## config.mk

```make
export PLATFORM = sky130hd
export DESIGN_NAME = dtim_lookup
export DESIGN_NICKNAME = d
export VERILOG_FILES = /design/src/hw/dtim_pkg.sv /design/src/hw/dtim_lookup.sv
export VERILOG_INCLUDE_DIRS = /design/src /design/src/hw
export SDC_FILE = /design/constraint.sdc
export NUM_CORES = 1
export LEC_CHECK = 0
export ABC_AREA = 1
export BUFFER_PORTS_ARGS = -buffer_cell sky130_fd_sc_hd__buf_2
export CORE_AREA = 2 2 93 95
export DETAILED_ROUTE_END_ITERATION = 12
export DIE_AREA = 0 0 95 97
export GPL_TIMING_DRIVEN = 0
export REMOVE_ABC_BUFFERS = 1
export SYNTH_ARGS = -nofsm -noshare
export SYNTH_HDL_FRONTEND = slang
export SYNTH_SLANG_ARGS = --single-unit
```

## constraint.sdc

```tcl
create_clock -name vclk -period 1
set_input_delay 0 -clock vclk [all_inputs]
set_output_delay 0 -clock vclk [all_outputs]
set_load 0.05 [all_outputs]
```

## src/hw/dtim_defines.svh

```systemverilog
`ifndef DTIM_DEFINES_SVH
`define DTIM_DEFINES_SVH

// Geometry
`define DTIM_DEPTH      64
`define DTIM_WIDTH      4
`define DTIM_SET_BITS   6
`define DTIM_BANK_BITS  2

// Address split and entry layout
`define DTIM_TAG_BITS   (32 - `DTIM_SET_BITS - `DTIM_BANK_BITS - 2)
`define DTIM_ENTRY_BITS (2 + `DTIM_TAG_BITS + 32)

// Cached window, top is exclusive
`define DTIM_BASE_ADDR  32'h0000_0000
`define DTIM_TOP_ADDR   32'h0000_1000

`endif

```

## src/hw/dtim_pkg.sv

```systemverilog
`include "dtim_defines.svh"

package dtim_pkg;

  typedef union packed {
    logic [`DTIM_ENTRY_BITS-1:0] raw;   // As held in the banks
    struct packed {
      logic                      lock;
      logic                      dirty;
      logic [`DTIM_TAG_BITS-1:0] tag;
      logic [31:0]               data;
    } f;
  } dtim_entry_u;

  typedef enum logic [1:0] {
    class_hit,
    class_miss,
    class_bypass,
    class_fence
  } dtim_class_e;

  function automatic logic [31:0] merge_bytes(
    input logic [31:0] base,
    input logic [31:0] store,
    input logic [3:0]  strb
  );
    logic [31:0] merged;
    merged = base;
    for (int i = 0; i < 4; i++) begin
      if (strb[i]) begin
        merged[8*i +: 8] = store[8*i +: 8];
      end
    end
    return merged;
  endfunction

endpackage

```

## src/hw/dtim_lookup.sv

```systemverilog
`timescale 1ns/1ns
`include "dtim_defines.svh"

module dtim_lookup import dtim_pkg::*; (
  input  logic                      r_fence,
  input  logic [31:0]               r_addr,
  input  logic [`DTIM_TAG_BITS-1:0] r_tag,
  input  logic [31:0]               r_wdata,
  input  logic [3:0]                r_wstrb,
  input  dtim_entry_u               rd_entry,
  output dtim_class_e               cls,
  output logic [31:0]               hit_rdata,
  output dtim_entry_u               hit_entry
);

  logic in_window;

  // One unsigned compare covers both bounds
  assign in_window = (r_addr - `DTIM_BASE_ADDR) < (`DTIM_TOP_ADDR - `DTIM_BASE_ADDR);

  always_comb begin
    if (r_fence) begin
      cls = class_fence;
    end else if (!in_window) begin
      cls = class_bypass;
    end else if (!rd_entry.f.lock) begin
      cls = class_miss;
    end else if (rd_entry.f.tag != r_tag) begin
      cls = class_bypass;               // Line held by another tag
    end else begin
      cls = class_hit;
    end
  end

  assign hit_rdata = (|r_wstrb) ? '0 : rd_entry.f.data;   // Stores answer zero

  always_comb begin
    hit_entry.f.lock  = 1'b1;
    hit_entry.f.dirty = 1'b1;
    hit_entry.f.tag   = r_tag;
    hit_entry.f.data  = merge_bytes(rd_entry.f.data, r_wdata, r_wstrb);
  end

endmodule

```

==> out/results.ini <==
[yosys]
synth_top_area_cell=nand2_1
syn-instance-count=294
ys_warn_count=0
synthTopCellsByArea=nand2_1 26%, inv_1 19%, nor2_1 15%, buf_4 14%, o21ai_0 12%
yosys.area.top_type_share_pct=26.3
ys_types=18
postSynthAreaPerCell_um2=4.46
synth_area_um2=1310
seq_area_frac_synth_pct=0

[critical_path]
worstPathRequired_ns=1.00
path_max_fanout=8
worst-setup-path-type=in2out
crit_arrival_ns=1.14
end_kind=output port
cp-start-kind=input pin

[route]
drc=0
ant_nets=0
vias=2412
drtPass1Iterations=4
viasPerCell=4.03
wirelength_um=7610
wl_per_cell_um=12.7
drtIter0Drc=65

[final_layout]
flops_and_latches=0
clock_buffers=0
seqCellArea_um2=0
area_growth_syn_to_layout_pct=138
n_antenna_cell=0
fin_nets=643
finish.utilization_pct=38.4
fin_cells=599
drive_gt1_share_pct=55.3

[status]
violations=negative setup slack
run_status=complete, but fails checks

[power_and_ir_drop]
power_per_cell_area_nw_per_um2=531
p_comb_share_pct=100.0
power_frac_clock_pct=0
seq_power_share_pct=0
p_sw_mw=1.09
swShare_pct=65.8
p_leak_nw=1.87
vdd_drop_max_uv=329
internal_power_uw=567

[global_routing]
grt_max_degree=21
grt_pass1_wl_um=11700
antenna_found_initial=2
grt_use_total_pct=15.5
grt_pass1_vias=2405
gr-total-overflow=0

[min_path]
hold_class=in2out
hold_start=r_tag[14]
worstHoldEndpoint=hit_entry[46]
holdPathStages=2

[placed_design]
post-place-ws_ns=-0.957
port-buffer-count=222
dp_hpwl_um=5670
gp_congestion=0.904
dpl.cell_count=590

[floorplanning]
io_pins=237
die_w_um=95
initial_core_util_pct=16.1
die_area_um2=9220
die_h_um=97
core_area_um2=8130
fp-row-count=33

[timing]
drv_slew=0
hold_ws_ns=0.292
hold_viol_final=0
rsz0062_at_grt=true
finalCritPeriodShare_pct=114
final-setup-viol-count=32
fmax_mhz=879
min_period_ns=1.14
worst_slack_ns=-0.138
setup_tns_ns=-3.34

[flow_run]
max-cap-violations=0

-- critical path, cell delays in order --
cell and delay [ns]:
buf_12 0.11, or4_4 0.69, nor2_4 0.16, buf_6 0.17
-- final cells by class --
class	instances	area (µm²)
tap	105	131
inverter	66	248
fill	875	5010
timing repair buffer	228	1640
multi-input combinational	200	1100
-- how the worst max path moves through the flow --
stage / cells after the start / end / startpoint
after floorplan: 2 / hit_rdata[0] / r_wstrb[0]
after global placement: 4 / hit_rdata[3] / r_wstrb[0]
after detailed placement: 4 / hit_rdata[21] / r_wstrb[0]
after CTS: 4 / hit_rdata[26] / r_wstrb[2]
after global routing: 4 / hit_rdata[0] / r_wstrb[2]
final: 4 / hit_rdata[21] / r_wstrb[2]
-- power by group through the flow --
stage | Clock (mW) | Combinational (mW) | Sequential (mW)
floorplan | 0 | 0.708 | 0
global placement | 0 | 1.40 | 0
detailed placement | 0 | 1.41 | 0
CTS | 0 | 1.59 | 0
global route | 0 | 1.77 | 0
finish | 0 | 1.66 | 0
-- per-layer routing --
metal | part of all wire [%] | routed length [µm] | GRT usage (%)
met4 | 0.47 | 36 | 1.90
met1 | 40 | 3020 | 20.1
met5 | 0.28 | 21 | 0
met3 | 4.7 | 359 | 1.48
met2 | 55 | 4170 | 28.2
-- placed cells by master (no fill, tap or decap) --
| cell type | n |
|---|---|
| o21bai_1 | 1 |
| nand2_2 | 4 |
| nor3_2 | 1 |
| nand4_1 | 1 |
| o21ai_0 | 32 |
| buf_2 | 169 |
| nor2_2 | 4 |
| buf_8 | 17 |
| conb_1 | 2 |
| nor2_1 | 27 |
| nor4_1 | 1 |
| inv_1 | 65 |
| buf_6 | 29 |
| nand2_1 | 88 |
| inv_2 | 1 |
| xnor2_1 | 2 |
| buf_12 | 3 |
| bufbuf_16 | 3 |
| xor2_1 | 1 |
| or4_4 | 4 |
| nor2_4 | 31 |
| nand3_1 | 1 |
| buf_4 | 7 |
-- cell usage after synthesis --
cell type   n
o21bai_1    1
nor2_2     10
xor2_1      1
or4_1       1
buf_2       1
conb_1      1
nor3_1      1
nor2_1     52
o21ai_0    32
nand3_1     1
xnor2_1     2
nand2_1    92
inv_1      66
nand4_1     1
nor4_1      1
clkbuf_1    4
buf_4      24
buf_6       3
-- what timing repair did --
action	CTS	global route
setup endpoints to repair	32	34
hold buffers	0	0
resized for setup	133	51
pin swaps	8	36
gates cloned	6	0
buffers inserted	3	0
-- stage by stage --
step	total power, mW	cell area, µm²
3_3_place_gp	1.40	2320
6_report	1.66	3120
3_5_place_dp	1.41	2320
2_1_floorplan	0.708	1080
4_1_cts	1.59	2930
5_1_grt	1.77	3120
-- cells by family (layout without fill, tap and decap cells) --
kind of cell,Yosys count,after routing,share of synthesized area (%)
buf+inv,98,294,36.7
simple gates,159,162,48.2
xor+xnor,3,3,2.00
compound gates,33,33,12.8
other cells,1,2,0.286
Note: power is estimated with default switching activity, not from simulation.
