## src/hw/dtim_defines.svh

```systemverilog
`ifndef DTIM_DEFINES_SVH
`define DTIM_DEFINES_SVH

// Geometry
`define DTIM_DEPTH      64
`define DTIM_WIDTH      4
`define DTIM_SET_BITS   6
`define DTIM_BANK_BITS  2

// Address split and entry layout
`define DTIM_TAG_BITS   (32 - `DTIM_SET_BITS - `DTIM_BANK_BITS - 2)
`define DTIM_ENTRY_BITS (2 + `DTIM_TAG_BITS + 32)

// Cached window, top is exclusive
`define DTIM_BASE_ADDR  32'h0000_0000
`define DTIM_TOP_ADDR   32'h0000_1000

`endif

```

## src/hw/dtim_pkg.sv

```systemverilog
`include "dtim_defines.svh"

package dtim_pkg;

  typedef union packed {
    logic [`DTIM_ENTRY_BITS-1:0] raw;   // As held in the banks
    struct packed {
      logic                      lock;
      logic                      dirty;
      logic [`DTIM_TAG_BITS-1:0] tag;
      logic [31:0]               data;
    } f;
  } dtim_entry_u;

  typedef enum logic [1:0] {
    class_hit,
    class_miss,
    class_bypass,
    class_fence
  } dtim_class_e;

  function automatic logic [31:0] merge_bytes(
    input logic [31:0] base,
    input logic [31:0] store,
    input logic [3:0]  strb
  );
    logic [31:0] merged;
    merged = base;
    for (int i = 0; i < 4; i++) begin
      if (strb[i]) begin
        merged[8*i +: 8] = store[8*i +: 8];
      end
    end
    return merged;
  endfunction

endpackage

```

## src/hw/dtim_req_stage.sv

```systemverilog
`timescale 1ns/1ns
`include "dtim_defines.svh"

module dtim_req_stage import dtim_pkg::*; (
  input  logic                       clock,
  input  logic                       reset,
  input  logic                       req_valid,
  input  logic                       req_fence,
  input  logic [31:0]                req_addr,
  input  logic [31:0]                req_wdata,
  input  logic [3:0]                 req_wstrb,
  output logic [`DTIM_SET_BITS-1:0]  lk_set,
  output logic [`DTIM_BANK_BITS-1:0] lk_bank,
  output logic                       r_valid,
  output logic                       r_fence,
  output logic [31:0]                r_addr,
  output logic [`DTIM_TAG_BITS-1:0]  r_tag,
  output logic [`DTIM_SET_BITS-1:0]  r_set,
  output logic [`DTIM_BANK_BITS-1:0] r_bank,
  output logic [31:0]                r_wdata,
  output logic [3:0]                 r_wstrb
);

  localparam int bank_lo = 2;
  localparam int set_lo  = bank_lo + `DTIM_BANK_BITS;
  localparam int tag_lo  = set_lo + `DTIM_SET_BITS;

  logic [31:0] word_addr;

  assign word_addr = {req_addr[31:2], 2'b00};
  assign lk_set    = word_addr[set_lo +: `DTIM_SET_BITS];   // Early read, same cycle
  assign lk_bank   = word_addr[bank_lo +: `DTIM_BANK_BITS];

  always_ff @(posedge clock) begin
    if (!reset) begin
      r_valid <= 1'b0;
      r_fence <= 1'b0;
    end else begin
      r_valid <= req_valid;
      r_fence <= req_valid && req_fence;
    end
  end

  always_ff @(posedge clock) begin
    if (req_valid) begin
      r_addr  <= word_addr;
      r_tag   <= word_addr[tag_lo +: `DTIM_TAG_BITS];
      r_set   <= lk_set;
      r_bank  <= lk_bank;
      r_wdata <= req_wdata;
      r_wstrb <= req_wstrb;
    end
  end

endmodule

```

## config.mk

```make
export PLATFORM = sky130hd
export DESIGN_NAME = dtim_req_stage
export DESIGN_NICKNAME = d
export VERILOG_FILES = /design/src/hw/dtim_pkg.sv /design/src/hw/dtim_req_stage.sv
export VERILOG_INCLUDE_DIRS = /design/src /design/src/hw
export SDC_FILE = /design/constraint.sdc
export NUM_CORES = 1
export LEC_CHECK = 0
export ABC_AREA = 1
export BUFFER_PORTS_ARGS = -buffer_cell sky130_fd_sc_hd__buf_2
export CORE_ASPECT_RATIO = 0.6
export CORE_MARGIN = 2
export CORE_UTILIZATION = 40
export CTS_BUF_LIST = sky130_fd_sc_hd__clkbuf_8
export CTS_CLUSTER_SIZE = 40
export DETAILED_ROUTE_END_ITERATION = 7
export PLACE_DENSITY_LB_ADDON = 0.1
export REMOVE_ABC_BUFFERS = 1
export SYNTH_ARGS = -nofsm -noshare
export SYNTH_HDL_FRONTEND = slang
export SYNTH_SLANG_ARGS = --single-unit
```

## constraint.sdc

```tcl
create_clock -name clock -period 2 [get_ports clock]
set_clock_uncertainty 0.1 [all_clocks]
set_input_delay 0.4 -clock clock [delete_from_list [all_inputs] [get_ports clock]]
set_output_delay 0.4 -clock clock [all_outputs]
set_load 0.03 [all_outputs]
```

==> summary.txt <==
number of buffers created by CTS - 9
commonest non-fill, non-tap cell in the layout - buf_2
Post-CTS Setup Inserts - 0
most frequent cells in the layout - buf_2 (175), edfxtp_1 (66), clkbuf_8 (11)
Non-Filler Instances - 346
post-synthesis mux area share - 0%
drt via density - 4.009
placement-stage cell area - 3043 sq um
minimum clock period - 1.430 ns
Power Dens Cells - 1048 nW/um^2
vias in the first global route - 1274
1st-iter DRT viols - 29
Seq cells post-synth - 68
RSZ-0062 raised after global routing - no
Max Freq - 699.5 MHz
share of the yosys chip area belonging to registers - 86.28%
slowest CP cell - edfxtp_1
Synth Area in Compound Gates - 0%
Startpoint Class - register
Worst Setup End Kind - output port
sum of negative setup slack - 0 ns
worst path required time - 1.50 ns
worst slack at placement - 0.7147 ns
cells after synthesis - 113
layout cells sized above 1 - 71.43%
initial antenna violation count - 0
dpl hpwl - 3330 microns
YS warnings - 0
crit path DAT - 0.93 ns
Fill cells - 506
slowest stage delay, CP - 0.41 ns
CP top delay family - flip-flops
total die area - 6507 sq um
multi-input logic area - 17.52 sq um
clk buf depth - 2
Static Leakage - 1.499 nW
layout net count - 333
worst path bufs/invs - 1
Die H - 63.29 microns
Initial Util - 41.68%
met2 wire length - 2169 microns
DP Cell Count - 330
Synth Area in Simple Gates - 0.4271%
Core ar. - 5623 sq um
register area - 2022 sq um
PostCTS Resize Cnt - 0
Final Hold Viols - 0
max-slew violation count - 0
antenna cells - 0
Routed WL - 4499 microns
Port Buffers - 175
CP cell instances - buf_2
Combinational Power Share - 17.6%
post-synthesis xor/xnor area fraction - 0%
worst-path maximum fanout - 2
die width - 102.8 microns
status - complete, no violations
# IOs - 180
P_sw - 0.9234 mW
drc violations - 0
first-pass GRT wire length - 6341 microns
wire length on met3 - 663 microns
Final Cycle Share - 71.48%
largest family of logic cells by synthesized area - buffers and inverters
Synth area leaders - edfxtp_1 (85%), buf_4 (13%), dfxtp_1 (1.7%)
top cell type's share of synthesized area - 84.57%
Vias - 1387
clock transition at the registers of the reported paths - 0.07 ns
Syn Std Cell Area - 2343 sq um
WL per Instance - 13.00 microns
design area - 3241 sq um
Clock Tree Root - clkbuf_8
total track usage - 13.89%
critical path type - register to output port
Setup violations, final - 0
setup ws final - 0.5705 ns
sum of routed wire segments on met1 - 1592 microns
Clock Sinks - 68
CTS tree - yes
Int Pwr - 2.474 mW
GPL Wtd Cong - 0.6608
# rows - 21
DRT Pass-1 Iters - 2
synth unique cells - 7
highest metal used - met4
CP startpoint - r_bank[0]
CP endpoint - r_addr[2]
adder-cell area share of the yosys netlist - 0%
largest area contributor in the netlist - edfxtp_1
H-tree level count - 3
Clock power frac - 31.8%
Hold Buf Count CTS - 0
switch share - 27.18%
Max VDD drop - 0.5260 mV
synthesized area per cell - 20.74 sq um
WP depth - 1
area grow syn2layout - 38.28%
post-route ant nets - 0
Seq pwr share - 50.6%
Max-Cap Viols - 0
worst min-delay path class - input pin to register
pin count of the biggest net entering global routing - 68
global route total overflow - 0
## Yosys cell counts (all sizes together)
cell    number
buf         40
conb         1
dfxtp        2
edfxtp      66
inv          2
nand2        1
nor2         1
## per-stage QoR
stage / util (%) / hold WS (ns) / total power [mW]
3_5_place_dp: 54.12 / 0.4781 / 2.356
5_1_grt: 57.63 / 0.1083 / 3.553
4_1_cts: 57.63 / 0.1143 / 3.453
6_report: 57.63 / 0.1425 / 3.397
2_1_floorplan: - / 0.3989 / 2.091
3_3_place_gp: 54.12 / 0.4761 / 2.350
## sequential cells by signal, indices dropped and copies added, names as in the netlist
register	cells
r_wdata	32
r_bank	1
r_fence	1
r_wstrb	4
r_addr	2
r_valid	1
r_set	5
r_tag	22
## worst min path at each step
stage	from	endpoint	slack, ns	depth (start not counted)
floorplan	req_addr[3]	r_addr[3]	0.40	0
global placement	req_addr[22]	r_tag[12]	0.48	1
detailed placement	req_addr[27]	r_tag[17]	0.48	1
CTS	req_addr[22]	r_tag[12]	0.11	1
global route	req_wdata[30]	r_wdata[30]	0.11	1
finish	req_addr[28]	r_tag[18]	0.14	1
## cell type report
type | instances | area share [%]
tap | 80 | 3.089
inverter | 2 | 0.2317
clock buffer | 11 | 4.672
clock inverter | 5 | 1.429
sequential | 68 | 62.39
multi-input combinational | 4 | 0.5405
timing repair buffer | 176 | 27.64
## layer usage
layer / global-route usage [%] / vias up
li1: - / 662
met1: 14.09 / 619
met2: 22.30 / 99
met3: 8.879 / 7
met4: 6.579 / 0
met5: 0 / -
## cell families after synthesis
family                 count (synthesis)
buffers and inverters                 42
flip-flops                            68
other                                  1
AND/OR/NAND/NOR                        2
## power by group through the flow
stage	registers, mW	clock network, mW	logic, mW
after floorplan	2.08	0	0.00687
after global placement	1.75	0	0.602
after detailed placement	1.75	0	0.605
after CTS	1.72	1.13	0.604
after global routing	1.73	1.19	0.628
final	1.72	1.08	0.598
(Power assumes the default switching activity.)
