### src/hw/dtim_defines.svh
`ifndef DTIM_DEFINES_SVH
`define DTIM_DEFINES_SVH

// Geometry
`define DTIM_DEPTH      64
`define DTIM_WIDTH      4
`define DTIM_SET_BITS   6
`define DTIM_BANK_BITS  2

// Address split and entry layout
`define DTIM_TAG_BITS   (32 - `DTIM_SET_BITS - `DTIM_BANK_BITS - 2)
`define DTIM_ENTRY_BITS (2 + `DTIM_TAG_BITS + 32)

// Cached window, top is exclusive
`define DTIM_BASE_ADDR  32'h0000_0000
`define DTIM_TOP_ADDR   32'h0000_1000

`endif

### src/hw/dtim_pkg.sv
`include "dtim_defines.svh"

package dtim_pkg;

  typedef union packed {
    logic [`DTIM_ENTRY_BITS-1:0] raw;   // As held in the banks
    struct packed {
      logic                      lock;
      logic                      dirty;
      logic [`DTIM_TAG_BITS-1:0] tag;
      logic [31:0]               data;
    } f;
  } dtim_entry_u;

  typedef enum logic [1:0] {
    class_hit,
    class_miss,
    class_bypass,
    class_fence
  } dtim_class_e;

  function automatic logic [31:0] merge_bytes(
    input logic [31:0] base,
    input logic [31:0] store,
    input logic [3:0]  strb
  );
    logic [31:0] merged;
    merged = base;
    for (int i = 0; i < 4; i++) begin
      if (strb[i]) begin
        merged[8*i +: 8] = store[8*i +: 8];
      end
    end
    return merged;
  endfunction

endpackage

### src/hw/dtim_flush_walker.sv
`timescale 1ns/1ns
`include "dtim_defines.svh"

module dtim_flush_walker import dtim_pkg::*; (
  input  logic                       clock,
  input  logic                       reset,
  input  logic                       flush_start,
  input  logic                       mem_ready,
  output logic                       fl_rd_en,
  output logic [`DTIM_SET_BITS-1:0]  fl_set,
  output logic [`DTIM_BANK_BITS-1:0] fl_bank,
  output logic                       clr_en,
  input  dtim_entry_u                rd_entry,
  output logic                       wb_valid,
  output logic [31:0]                wb_addr,
  output logic [31:0]                wb_data,
  output logic                       flush_done
);

  localparam int line_bits = `DTIM_SET_BITS + `DTIM_BANK_BITS;

  localparam logic [1:0] w_idle  = 2'd0;
  localparam logic [1:0] w_read  = 2'd1;
  localparam logic [1:0] w_clear = 2'd2;
  localparam logic [1:0] w_wait  = 2'd3;

  logic [1:0]           state;
  logic [line_bits-1:0] line_q;
  logic                 dirty_line;
  logic                 last_line;
  logic                 step;

  assign {fl_set, fl_bank} = line_q;    // Bank bits lowest, so bank steps first

  assign dirty_line = rd_entry.f.lock && rd_entry.f.dirty;
  assign last_line  = &line_q;
  assign fl_rd_en   = state == w_read;
  assign clr_en     = state == w_clear;
  assign wb_valid   = clr_en && dirty_line;
  assign wb_addr    = {rd_entry.f.tag, fl_set, fl_bank, 2'b00};
  assign wb_data    = rd_entry.f.data;

  // Line done, clean now or after its write-back returns
  assign step       = (clr_en && !dirty_line) || (state == w_wait && mem_ready);
  assign flush_done = step && last_line;

  // ##################################################
  always_ff @(posedge clock) begin
    if (!reset) begin
      state  <= w_idle;
      line_q <= '0;
    end else begin
      case (state)
        w_idle: begin
          if (flush_start) begin
            state <= w_read;          // Counter already back at line zero
          end
        end
        w_read: begin
          state <= w_clear;
        end
        w_clear: begin
          if (dirty_line) begin
            state <= w_wait;
          end
        end
        default: begin
        end
      endcase
      if (step) begin
        line_q <= line_q + line_bits'(1);
        state  <= last_line ? w_idle : w_read;
      end
    end
  end

endmodule

### config.mk
export PLATFORM = sky130hd
export DESIGN_NAME = dtim_flush_walker
export DESIGN_NICKNAME = d
export VERILOG_FILES = /design/src/hw/dtim_pkg.sv /design/src/hw/dtim_flush_walker.sv
export VERILOG_INCLUDE_DIRS = /design/src /design/src/hw
export SDC_FILE = /design/constraint.sdc
export NUM_CORES = 1
export LEC_CHECK = 0
export BUFFER_PORTS_ARGS = -buffer_cell sky130_fd_sc_hd__buf_4
export CAP_MARGIN = 30
export CORE_MARGIN = 3
export CORE_UTILIZATION = 36
export CTS_CLUSTER_SIZE = 28
export DETAILED_ROUTE_END_ITERATION = 10
export HOLD_SLACK_MARGIN = 0.15
export MAX_ROUTING_LAYER = met4
export PLACE_DENSITY_LB_ADDON = 0.15
export SYNTH_ARGS = -nofsm -noshare
export SYNTH_HDL_FRONTEND = slang
export SYNTH_SLANG_ARGS = --single-unit
### constraint.sdc
create_clock -name clock -period 3.1 [get_ports clock]
set_input_delay 0.155 -clock clock [delete_from_list [all_inputs] [get_ports clock]]
set_output_delay 0.155 -clock clock [all_outputs]
set_load 0.05 [all_outputs]
==> impl_metrics.csv <==
group,metric,value,unit
outcome,outcome,"complete, no violations",
clock_network,cts_tree,"done",
sta,fin_ws,1190,ps
layout,regArea,200,µm²
worst_setup_path,worst-path-buf-inv,2,
clock_network,postCtsSetupRepairBufs,0,
grt,gr-total-overflow,0,
hold_path,min_path_type,"primary input to flip-flop",
worst_setup_path,cpPeakStageDelay,350,ps
worst_setup_path,r2r_slack,1550,ps
yosys,mappedNetlistArea,0.00114,mm²
floorplanning,start_util,39.6,%
route,drt_wl_total,2.00,mm
grt,first_global_vias,605,
floorplanning,die_w,62.2,µm
sta,finalClockSkew,1.13,ps
pwr,ir_worst_vdd,0.000229,V
clock_network,clock_latency,270,ps
yosys,postSynthCellCount,139,
sta,hold_viol,0,
sta,fmax,523,MHz
route,vias,688,
route,drtPass1Iterations,4,
worst_setup_path,r2r.worst_path.cells,5,
grt,antenna_found_initial,0,
placed_design,post-dp-hpwl,1.54,mm
worst_setup_path,critical_path.max_fanout,9,
pwr,p_per_area,615,mW/mm²
grt,grt_util_all_layers,10.1,%
floorplanning,ioPinCount,136,
route,via_per_inst,4.74,
placed_design,dp_cells,141,
worst_setup_path,critPathArrivalTime,1760,ps
worst_setup_path,end_kind,"output pin",
clock_network,cts-hold-fix-buffers,0,
layout,layout_commonest_cell,"buf_4",
layout,final_util,32.0,%
sta,fin_crit,1910,ps
route,drc,0,
floorplanning,fp-row-count,19,
worst_setup_path,required,2940,ps
sta,drv_slew,0,
layout,nNetsFinal,170,
floorplanning,dieHeight,62.2,µm
route,drtAntennaViolNets,0,
worst_setup_path,critical_path_depth,5,
clock_network,clock_sinks,10,
layout,final.fill_count,309,
sta,grt_setup_unrepaired,"no",
floorplanning,core,0.00288,mm²
flow_run,drv_cap,0,
worst_setup_path,critical_path_class,"flip-flop to output pin",
yosys,avgSynthCellArea,8.19,µm²
placed_design,portBuffers,25,
worst_setup_path,cp_top_family,"compound AO/OA/AOI/OAI gates",
route,wl_per_cell,13.8,µm
layout,multi_input_area,432,µm²
grt,grt_pass1_wl,3.10,mm
yosys,synthDistinctLibCells,26,
layout,area_growth,-19.2,%
clock_network,cts-resized-gates,0,
route,initialDrtViolationCount,16,
sta,timing.final.crit_share,61.6,%
sta,setup_tns,0,ps
floorplanning,die_area,0.00387,mm²
clock_network,clk_pin_slew,70,ps
layout,final_cell_area,920,µm²
yosys,ys_warn_count,0,
layout,diodes,0,
hold_path,hold_depth,3,
grt,grt_max_degree,16,
layout,layoutNonFillerInstCount,145,
worst_setup_path,worst_setup_path_start_kind,"flip-flop",
yosys,yosysSeqAreaShare,17.6,%
layout,drive_gt1_share,34.0,%
clock_network,cts_buffers,3,
sta,finalSetupViolCount,0,
placed_design,place_area,883,µm²
clock_network,htree_levels,1,
layout,final_cell_mix,"25 x buf_4, 10 x dfxtp_1, 9 x nand2_1, 7 x mux2i_1, 7 x nand2b_1",
yosys,ys_ff_latch,10,
placed_design,dpl_worst_slack,1460,ps
placed_design,gp_congestion,0.677,
clock_network,clk_path_buf_depth,2,
pwr,static-leakage-power,0.393,nW
worst_setup_path,crit_chain,"inv_1 > ha_1 > a21bo_1 > a211oi_1 > buf_4",
worst_setup_path,critPathSlowestCell,"dfxtp_1",
clock_network,root_buffer,"clkbuf_4",
[final timing paths]
kind	start	to
worst max-delay path	state[0]	flush_done
worst min-delay path	reset	line_q[5]
worst max register to register	state[0]	state[0]
worst min register to register	line_q[7]	line_q[7]
[registers in the layout (all words and copies together) (netlist names)]
signal,flops
line_q,8
state,2
[through the flow]
stage               hold slack (ps)  power, mW
global route                    228      0.606
finish                          223      0.566
global placement                310      0.444
floorplan                       311      0.588
detailed placement              310      0.447
CTS                             224      0.571
[logic make-up after synthesis]
kind of cell    after synthesis  share of synthesized area (%)
simple gates                 29                           13.2
fa+ha+maj                     6                           6.59
compound gates               16                           10.3
mux                           8                           7.14
flops                        10                           17.6
buf+inv                      69                           44.8
other cells                   1                          0.329
[power by group]
group / switching, mW / internal (mW) / leakage, nW
Clock: 0.0511 / 0.0714 / 0.0210
Sequential: 0.0203 / 0.146 / 0.0810
Combinational: 0.178 / 0.0997 / 0.291
[per-layer routing]
metal / wire (µm) / track usage, % / vias up
met5: 0 / - / -
met4: 123 / 11.3 / 0
met3: 236 / 3.42 / 32
met2: 881 / 13.7 / 40
met1: 761 / 10.6 / 297
li1: - / - / 319
[cell usage after synthesis]
cell type | count | area share (%)
a211oi_1 | 1 | 0.66
a211oi_2 | 3 | 3.3
a21bo_1 | 1 | 0.88
a21boi_0 | 1 | 0.66
a21boi_1 | 1 | 0.66
a21oi_1 | 4 | 1.8
and2_1 | 1 | 0.55
and3_2 | 1 | 0.66
buf_4 | 65 | 43
buf_6 | 1 | 0.99
conb_1 | 1 | 0.33
dfxtp_1 | 10 | 18
ha_1 | 6 | 6.6
inv_1 | 3 | 0.99
mux2_2 | 1 | 0.99
mux2i_1 | 7 | 6.2
nand2_1 | 9 | 3.0
nand2_2 | 1 | 0.55
nand2b_1 | 7 | 3.8
nand3_1 | 6 | 2.6
nand4_1 | 1 | 0.55
nor3_1 | 2 | 0.88
nor4_1 | 1 | 0.55
o21ai_0 | 2 | 0.88
o21ai_1 | 1 | 0.44
o22ai_1 | 2 | 1.1
[final cells by class]
class	count	area share (%)
clock buffer	4	3.95
multi-input combinational	61	46.9
timing repair buffer	25	20.4
tap	42	5.71
inverter	3	1.22
sequential	10	21.8
[worst min-delay path: cells and delay by family]
kind,cells,cell delay [ps]
buffers and inverters,1,170
multiplexers,1,50
AND/OR/NAND/NOR,1,70
Note: power is estimated with default switching activity, not from simulation.
