**src/hw/dtim_defines.svh**
```systemverilog
`ifndef DTIM_DEFINES_SVH
`define DTIM_DEFINES_SVH

// Geometry
`define DTIM_DEPTH      64
`define DTIM_WIDTH      4
`define DTIM_SET_BITS   6
`define DTIM_BANK_BITS  2

// Address split and entry layout
`define DTIM_TAG_BITS   (32 - `DTIM_SET_BITS - `DTIM_BANK_BITS - 2)
`define DTIM_ENTRY_BITS (2 + `DTIM_TAG_BITS + 32)

// Cached window, top is exclusive
`define DTIM_BASE_ADDR  32'h0000_0000
`define DTIM_TOP_ADDR   32'h0000_1000

`endif

```
**src/hw/dtim_pkg.sv**
```systemverilog
`include "dtim_defines.svh"

package dtim_pkg;

  typedef union packed {
    logic [`DTIM_ENTRY_BITS-1:0] raw;   // As held in the banks
    struct packed {
      logic                      lock;
      logic                      dirty;
      logic [`DTIM_TAG_BITS-1:0] tag;
      logic [31:0]               data;
    } f;
  } dtim_entry_u;

  typedef enum logic [1:0] {
    class_hit,
    class_miss,
    class_bypass,
    class_fence
  } dtim_class_e;

  function automatic logic [31:0] merge_bytes(
    input logic [31:0] base,
    input logic [31:0] store,
    input logic [3:0]  strb
  );
    logic [31:0] merged;
    merged = base;
    for (int i = 0; i < 4; i++) begin
      if (strb[i]) begin
        merged[8*i +: 8] = store[8*i +: 8];
      end
    end
    return merged;
  endfunction

endpackage

```
**src/hw/dtim_fsm.sv**
```systemverilog
`timescale 1ns/1ns
`include "dtim_defines.svh"

module dtim_fsm import dtim_pkg::*; (
  input  logic                       clock,
  input  logic                       reset,
  input  logic                       r_valid,
  input  logic [31:0]                r_addr,
  input  logic [`DTIM_SET_BITS-1:0]  r_set,
  input  logic [`DTIM_BANK_BITS-1:0] r_bank,
  input  logic [`DTIM_TAG_BITS-1:0]  r_tag,
  input  logic [31:0]                r_wdata,
  input  logic [3:0]                 r_wstrb,
  input  dtim_class_e                cls,
  input  logic [31:0]                hit_rdata,
  input  dtim_entry_u                hit_entry,
  input  logic                       wb_valid,
  input  logic [31:0]                wb_addr,
  input  logic [31:0]                wb_data,
  input  logic                       flush_done,
  output logic                       flush_start,
  output logic                       wr_en,
  output logic [`DTIM_SET_BITS-1:0]  wr_set,
  output logic [`DTIM_BANK_BITS-1:0] wr_bank,
  output dtim_entry_u                wr_entry,
  output logic                       mem_valid,
  output logic [31:0]                mem_addr,
  output logic [31:0]                mem_wdata,
  output logic [3:0]                 mem_wstrb,
  input  logic                       mem_ready,
  input  logic [31:0]                mem_rdata,
  output logic                       resp_ready,
  output logic [31:0]                resp_rdata
);

  localparam logic [1:0] s_idle   = 2'd0;
  localparam logic [1:0] s_miss   = 2'd1;
  localparam logic [1:0] s_bypass = 2'd2;
  localparam logic [1:0] s_fence  = 2'd3;

  logic [1:0]  state;
  logic        start;
  logic [31:0] st_data;
  logic [3:0]  st_strb;
  dtim_entry_u fill_entry;

  assign start       = state == s_idle && r_valid;
  assign flush_start = start && cls == class_fence;

  // ##################################################
  always_ff @(posedge clock) begin
    if (!reset) begin
      state <= s_idle;
    end else begin
      case (state)
        s_idle: begin
          if (r_valid) begin
            case (cls)
              class_miss:   state <= s_miss;
              class_bypass: state <= s_bypass;
              class_fence:  state <= s_fence;
              default:      state <= s_idle;
            endcase
          end
        end
        s_miss, s_bypass: begin
          if (mem_ready) begin
            state <= s_idle;
          end
        end
        default: begin
          if (flush_done) begin
            state <= s_idle;
          end
        end
      endcase
    end
  end

  always_ff @(posedge clock) begin
    if (start && cls == class_miss) begin
      st_data <= r_wdata;             // Merged into the fetched word
      st_strb <= r_wstrb;
    end
  end

  // ##################################################
  always_comb begin
    fill_entry.f.lock  = 1'b1;
    fill_entry.f.dirty = |st_strb;
    fill_entry.f.tag   = r_tag;
    fill_entry.f.data  = merge_bytes(mem_rdata, st_data, st_strb);
  end

  assign wr_set  = r_set;
  assign wr_bank = r_bank;

  always_comb begin
    if (state == s_miss) begin
      wr_en    = mem_ready;
      wr_entry = fill_entry;
    end else begin
      wr_en    = start && cls == class_hit && |r_wstrb;
      wr_entry = hit_entry;
    end
  end

  // ##################################################
  always_comb begin
    mem_valid = 1'b0;
    mem_addr  = r_addr;
    mem_wdata = r_wdata;
    mem_wstrb = r_wstrb;
    if (state == s_fence) begin
      mem_valid = wb_valid;
      mem_addr  = wb_addr;
      mem_wdata = wb_data;
      mem_wstrb = 4'hf;               // Whole line goes back
    end else if (start && cls == class_miss) begin
      mem_valid = 1'b1;
      mem_wstrb = 4'h0;               // Fill is a plain load
    end else if (start && cls == class_bypass) begin
      mem_valid = 1'b1;
    end
  end

  always_comb begin
    resp_ready = 1'b0;
    resp_rdata = mem_rdata;
    case (state)
      s_idle: begin
        resp_ready = r_valid && cls == class_hit;
        resp_rdata = hit_rdata;
      end
      s_miss, s_bypass: begin
        resp_ready = mem_ready;
      end
      default: begin
        resp_ready = flush_done;
        resp_rdata = '0;
      end
    endcase
  end

endmodule

```
**config.mk**
```make
export PLATFORM = sky130hd
export DESIGN_NAME = dtim_fsm
export DESIGN_NICKNAME = d
export VERILOG_FILES = /design/src/hw/dtim_pkg.sv /design/src/hw/dtim_fsm.sv
export VERILOG_INCLUDE_DIRS = /design/src /design/src/hw
export SDC_FILE = /design/constraint.sdc
export NUM_CORES = 1
export LEC_CHECK = 0
export BUFFER_PORTS_ARGS = -buffer_cell sky130_fd_sc_hd__buf_2
export CAP_MARGIN = 30
export CORE_AREA = 8 8 171 173
export DETAILED_ROUTE_END_ITERATION = 16
export DIE_AREA = 0 0 179 181
export GPL_TIMING_DRIVEN = 0
export PLACE_DENSITY = 0.39
export SLEW_MARGIN = 20
export SYNTH_ARGS = -nofsm -noshare
export SYNTH_HDL_FRONTEND = slang
export SYNTH_SLANG_ARGS = --single-unit
```
**constraint.sdc**
```tcl
create_clock -name clock -period 2.76 [get_ports clock]
set_input_delay 0.414 -clock clock [delete_from_list [all_inputs] [get_ports clock]]
set_output_delay 0.414 -clock clock [all_outputs]
set_load 0.005 [all_outputs]
```
==> results of run 1 <==
==> cell usage after synthesis (2+ instances only) <==
| cell type | count | area [µm²] |
|---|---|---|
| mux2_1 | 82 | 923.4 |
| nor2_1 | 66 | 247.7 |
| edfxtp_1 | 36 | 1081 |
| a21oi_1 | 34 | 170.2 |
| mux2i_1 | 34 | 340.3 |
| a22oi_1 | 32 | 240.2 |
| buf_2 | 22 | 110.1 |
| buf_4 | 9 | 67.56 |
| inv_1 | 6 | 22.52 |
| clkbuf_1 | 5 | 18.77 |
| nand2_1 | 5 | 18.77 |
| a21o_1 | 4 | 30.03 |
| buf_1 | 4 | 15.01 |
| ha_1 | 4 | 50.05 |
| mux2_2 | 4 | 45.04 |
| buf_6 | 2 | 22.52 |
| dfxtp_1 | 2 | 40.04 |
| nand3_1 | 2 | 10.01 |
| nor4_1 | 2 | 12.51 |
==> per-stage QoR <==
stage | instance area (µm²) | hold WS (ps)
2_1_floorplan | 3558 | 451.5
3_3_place_gp | 6232 | 471.4
3_5_place_dp | 6252 | 473.2
4_1_cts | 6405 | 291.0
5_1_grt | 6410 | 296.7
6_report | 6410 | 305.2
==> area by class of cell <==
cell class / instances / area (µm²)
Fill cell: 3018 / 20090
Timing Repair Buffer: 450 / 2267
Multi-Input combinational cell: 280 / 2181
Sequential cell: 38 / 1121
Tap cell: 341 / 426.7
Buffer: 42 / 240.2
Clock buffer: 6 / 138.9
Inverter: 6 / 22.52
Clock inverter: 2 / 12.51
==> worst register-to-register path: stages (launching register included) <==
cell	delay, ps
dfxtp_1	340
inv_1	90
ha_1	160
buf_6	160
nand4b_1	240
inv_2	350
buf_12	250
==> power by group <==
part           internal (µW)  switching, µW  leakage, µW
Sequential               672           14.0     0.000345
Clock                    359            277    0.0000729
Combinational            832           1040      0.00295
==> what timing repair did <==
item | 4_1_cts | 5_1_grt
gates resized for setup | 1 | 4
endpoints found under the hold margin | 0 | 0
setup endpoints to repair | 4 | 20
pin swaps | 0 | 0
==> layout by cell type (no fill, tap or decap), types with 2 or more instances in the layout <==
cell type,instances
a21o_1,4
a21oi_1,34
a22oi_1,32
buf_1,3
buf_2,470
buf_4,9
buf_6,2
clkbuf_1,3
clkbuf_16,5
clkbuf_2,3
dfxtp_1,2
edfxtp_1,36
ha_1,4
inv_1,5
mux2_1,82
mux2_2,4
mux2i_1,34
nand2_1,5
nand3_1,2
nor2_1,66
nor4_1,2
==> path summary, 6_finish.rpt <==
kind	start	endpoint	slack [ps]
setup / recovery	state[1]	wr_entry[3]	220
hold / removal	r_wdata[25]	st_data[25]	310
setup reg to reg	state[0]	st_data[11]	850
hold reg to reg	state[1]	state[1]	480
==> state kept, by name (all words and copies together), names as in the netlist <==
register and flops:
st_data 32, st_strb 4, state 2
==> routing by layer <==
layer	vias up	track usage [%]	routed length, µm
met5	-	0	13
met2	204	25.49	12420
met3	10	3.169	1780
met4	2	2.084	138
met1	2171	15.57	9616
li1	2258	-	-
==> kinds of logic after synthesis <==
kind of cell	count (synthesis)
adder cells (fa/ha/maj)	4
flip-flops	38
multiplexers	120
XOR/XNOR	1
AND/OR/NAND/NOR	81
buffers and inverters	48
AO/OA/AOI/OAI	74
==> summary.md, run 1 <==
| Metric | Value |
|---|---|
| Outcome | `finished, final reports clean` |
| Post-Syn Nets | `660` |
| Crit path depth | `7` |
| Drt drc | `0` |
| Worst Hold Class | `in -> reg` |
| First-pass GRT wire length | `32.69 mm` |
| Crit Path Category | `reg -> out` |
| Crit path DAT | `2130 ps` |
| Wire per inst | `20.58 µm` |
| Die Wd | `179 µm` |
| Die height | `181 µm` |
| Share of layout cells above drive strength 1 | `60.80%` |
| Post-layout util | `24.19%` |
| Max_slew headroom | `51.06%` |
| Site row count | `60` |
| Total track usage | `13.65%` |
| Root buf cell | `clkbuf_16` |
| Largest net degree at the start of global routing | `27` |
| # diodes | `0` |
| # clock sinks | `38` |
| Top cell by count, worst path | `buf_2` |
| Vias in the first global route | `4908` |
| PwrDens | `498.6 nW/µm²` |
| Unique cell type count in the Yosys netlist | `30` |
| CP endpoint kind | `output port` |
| Worst-Skew Late Latency | `290 ps` |
| Setup violators final | `0` |
| Number of synthesized register bits | `38` |
| Ys Warns | `0` |
| Setup TNS | `0 ps` |
| Iter 0 DRT Violations | `127` |
| CTS H-tree depth | `2` |
| Peak Freq | `393.2 MHz` |
| Initial core utilization | `13.43%` |
| Post-DRT Antenna Nets | `0` |
| Initial antenna violation count | `1` |
| Total iterations of the first detailed-routing run | `6` |
| Global route total overflow | `0` |
| Compound-Gate Fraction of Synth Area | `13.36%` |
| Post-CTS Setup Repair Bufs | `0` |
| Min-Delay Path Depth | `1` |
| Fin crit share | `92.14%` |
| Number of synthesized flops with an enable pin | `36` |
| Port bufs | `449` |
| Worst path slowest cell | `dfxtp_1` |
| Syn Area/Cell | `9.722 µm²` |
| Area share of fa/ha/maj cells after synthesis | `1.406%` |
| Max Cap Violations | `0` |
| Worst slew pin tran | `734.1 ps` |
| Layout Skew | `3.399 ps` |
| Num CTS Buffers | `5` |
| Placeable Area | `26500 µm²` |
| Final WL | `23.97 mm` |
| Via/cell ratio | `3.987` |
| Slew Viols, Final | `0` |
| CP Buf/Inv Count | `5` |
| RSZ-0062 raised after global routing | `false` |
| Clk slew on worst S/H paths | `70 ps` |
| Final hold vios | `0` |
| Clock Tree Buf Depth | `2` |
| Synth Cell Area | `3558 µm²` |
| Final Net Count | `1117` |
| FFs w/ async S/R, synth | `0%` |
| CP Launch Type | `register` |
| Placed Instances | `1157` |
| Critical Path Max Stage Delay | `330 ps` |
| Sequential share of the synthesized area | `31.50%` |
| Minimum clock period | `2543 ps` |
| Via count | `4645` |
| Final non-filler cell total | `1165` |
| Top Ports | `458` |
| VDD IR max | `180.5 µV` |
| Post-DP HPWL | `20.72 mm` |
| Primary FF master, synth | `edfxtp_1` |
| GP Congestion | `0.8089` |
| Total power | `3196 µW` |
| Syn-to-layout area delta | `80.13%` |
| Post-synthesis xor/xnor area fraction | `0.2461%` |
| Maximum fanout along the worst path | `10` |
| Pre-CTS WS | `230.5 ps` |
| Kind of cell adding the most delay to the critical path | `buffers and inverters` |
| Critical path, cell by cell | `inv_1 > ha_1 > buf_2 > buf_2 > buf_2 > a21oi_1 > buf_2` |
| Proportion of synthesized area in mux cells | `36.78%` |
| Largest family of logic cells by synthesized area | `multiplexers` |
| FF-to-FF path depth | `6` |
| Final setup margin | `216.8 ps` |
| CTS tree | `built` |
| CTS Hold Bufs | `0` |
| Post-Synth Simple-Gate Area | `9.494%` |
| Leak | `0.003364 µW` |
| Critical path data required time | `2350 ps` |
| Die area | `32400 µm²` |
| Cells after Synth | `366` |
Power figures use the tool's default switching activity.
==> run 2, diff against run 1 <==
--- a/config.mk
+++ b/config.mk
@@ -8,11 +8,11 @@
 export LEC_CHECK = 0
 export BUFFER_PORTS_ARGS = -buffer_cell sky130_fd_sc_hd__buf_2
 export CAP_MARGIN = 30
-export CORE_AREA = 8 8 171 173
+export CORE_AREA = 3 3 176 178
 export DETAILED_ROUTE_END_ITERATION = 16
 export DIE_AREA = 0 0 179 181
 export GPL_TIMING_DRIVEN = 0
-export PLACE_DENSITY = 0.39
+export PLACE_DENSITY = 0.35
 export SLEW_MARGIN = 20
 export SYNTH_ARGS = -nofsm -noshare
 export SYNTH_HDL_FRONTEND = slang
==> summary.md, run 2 (synthesized netlist as in run 1, its figures left out) <==
| Metric | Value |
|---|---|
| Outcome | `finished, final reports clean (unchanged)` |
| Reg with most FFs | `st_data (unchanged)` |
| Worst Hold Class | `in -> reg (unchanged)` |
| Num CTS Buffers | `5 (unchanged)` |
| Root buf cell | `clkbuf_16 (unchanged)` |
| Layout Skew | `2.707 ps (was 3.399 ps)` |
| Peak Freq | `396.8 MHz (was 393.2 MHz)` |
| Post-DRT Antenna Nets | `0 (unchanged)` |
| CTS tree | `built (unchanged)` |
| Clk slew on worst S/H paths | `60 ps (was 70 ps)` |
| Final Net Count | `1117 (unchanged)` |
| Syn-to-layout area delta | `82.67% (was 80.13%)` |
| Min-Delay Path Depth | `1 (unchanged)` |
| # clock sinks | `38 (unchanged)` |
| Total iterations of the first detailed-routing run | `6 (unchanged)` |
| Setup TNS | `0 ps (unchanged)` |
| Worst-Skew Late Latency | `290 ps (about the same)` |
| Max_slew headroom | `56.69% (was 51.06%)` |
| Slew Viols, Final | `0 (unchanged)` |
| Hold WS | `306.7 ps (was 305.2 ps)` |
| Port bufs | `449 (unchanged)` |
| Fin crit share | `91.31% (was 92.14%)` |
| Global route total overflow | `0 (unchanged)` |
| CP Launch Type | `register (unchanged)` |
| Die area | `32400 µm² (unchanged)` |
| Iter 0 DRT Violations | `163 (was 127)` |
| Leak | `0.003375 µW (was 0.003364 µW)` |
| Initial core utilization | `12.04% (was 13.43%)` |
| Die height | `181 µm (unchanged)` |
| Placed Instances | `1206 (was 1157)` |
| Total power | `3265 µW (was 3196 µW)` |
| Critical path data required time | `2350 ps (about the same)` |
| Share of layout cells above drive strength 1 | `60.68% (was 60.80%)` |
| Clock Tree Buf Depth | `2 (unchanged)` |
| VDD IR max | `156.7 µV (was 180.5 µV)` |
| Site row count | `63 (was 60)` |
| Crit path DAT | `2110 ps (was 2130 ps)` |
| Maximum fanout along the worst path | `10 (unchanged)` |
| Via count | `4636 (was 4645)` |
| Total track usage | `12.73% (was 13.65%)` |
| FF-to-FF path depth | `6 (unchanged)` |
| Critical Path Source | `state[0] (was state[1])` |
| PwrDens | `502.4 nW/µm² (was 498.6 nW/µm²)` |
| Final hold vios | `0 (unchanged)` |
| Setup violators final | `0 (unchanged)` |
| Max reg flops | `32 (unchanged)` |
| Post-DP HPWL | `18.62 mm (was 20.72 mm)` |
| Top Ports | `458 (unchanged)` |
| Die Wd | `179 µm (unchanged)` |
| Largest registers | `st_data x32, st_strb x4, state x2 (unchanged)` |
| Final non-filler cell total | `1215 (was 1165)` |
| Crit Path Category | `reg -> out (unchanged)` |
| Largest net degree at the start of global routing | `30 (was 27)` |
| R2r startpoint | `state[1] (was state[0])` |
| Wire per inst | `18.18 µm (was 20.58 µm)` |
| CTS H-tree depth | `2 (unchanged)` |
| First-pass GRT wire length | `30.53 mm (was 32.69 mm)` |
| Drt drc | `0 (unchanged)` |
| CP endpoint kind | `output port (unchanged)` |
| Via/cell ratio | `3.816 (was 3.987)` |
| Final Cell Area | `6500 µm² (was 6410 µm²)` |
| Worst slew pin tran | `649.6 ps (was 734.1 ps)` |
| Post-DP Area | `6314 µm² (was 6252 µm²)` |
| Vias in the first global route | `4889 (was 4908)` |
| Post-CTS Setup Repair Bufs | `0 (unchanged)` |
| Max Cap Violations | `0 (unchanged)` |
| Minimum clock period | `2520 ps (was 2543 ps)` |
| Most frequent cells in the layout | `buf_2, mux2_1, nor2_1 (unchanged)` |
| Initial antenna violation count | `3 (was 1)` |
| Commonest non-fill, non-tap cell in the layout | `buf_2 (unchanged)` |
| Hold path startpoint | `r_wdata[15] (was r_wdata[25])` |
| Placeable Area | `29560 µm² (was 26500 µm²)` |
| RSZ-0062 raised after global routing | `false (unchanged)` |
| Final WL | `22.09 mm (was 23.97 mm)` |
| GP Congestion | `0.7509 (was 0.8089)` |
## run 2: cell types whose count changed in the layout (fill, tap and decap cells not counted), sizes merged
cell,previous run,this run
buf,485,483
bufinv,0,1
clkbuf,13,16
clkinv,1,0
clkinvlp,1,0
diode,0,1
## run 2: cell type report
| cell class | instances | area [µm²] |
|---|---|---|
| Antenna cell | 1 | 2.502 |
| Buffer | 42 | 245.2 |
| Clock buffer | 7 | 142.6 |
| Clock inverter | 1 | 30.03 |
| Fill cell | 3361 | 23060 |
| Inverter | 6 | 22.52 |
| Multi-Input combinational cell | 280 | 2181 |
| Sequential cell | 38 | 1121 |
| Tap cell | 390 | 488.0 |
| Timing Repair Buffer | 450 | 2267 |
## run 2: path summary, 6_finish.rpt
| kind | to | slack (ps) |
|---|---|---|
| worst max-delay path | resp_rdata[22] | 240 |
| worst min-delay path | st_data[15] | 310 |
| worst max register to register | st_data[6] | 820 |
| worst min register to register | state[1] | 490 |
## run 2: worst max-delay path: stages, from the launching register on
cell and delay (ps):
dfxtp_1 390, ha_1 160, buf_2 210, buf_6 200, buf_2 300, buf_2 330
nor2_1 80, buf_2 140
## run 2: per-layer routing
layer | global-route usage [%] | part of all wire, % | wire [µm]
met5 | 0 | 0 | 0
met2 | 24.81 | 53 | 11710
met3 | 2.123 | 7.1 | 1571
met4 | 2.151 | 1.0 | 224
met1 | 14.42 | 39 | 8578
## run 2: repair_timing
item                                    in CTS  in global routing
endpoints found under the setup margin       0                 58
hold buffers                                 0                  0
resized for setup                            0                  8
## run 2: per-stage QoR
stage / worst slack, ps / utilization, %
2_1_floorplan: 768.7 / -
3_3_place_gp: 16.04 / 21.29
3_5_place_dp: 337.7 / 21.36
4_1_cts: 4.443 / 21.94
5_1_grt: 0.4710 / 21.99
6_report: 239.8 / 21.99
## run 2: power by group
group	total [µW]	leakage [µW]	switching [µW]	internal [µW]
combinational	1860	0.00295	1020	835
clock	720	0.0000841	266	453
sequential	686	0.000345	13.6	673
total	3270	0.00337	1300	1960
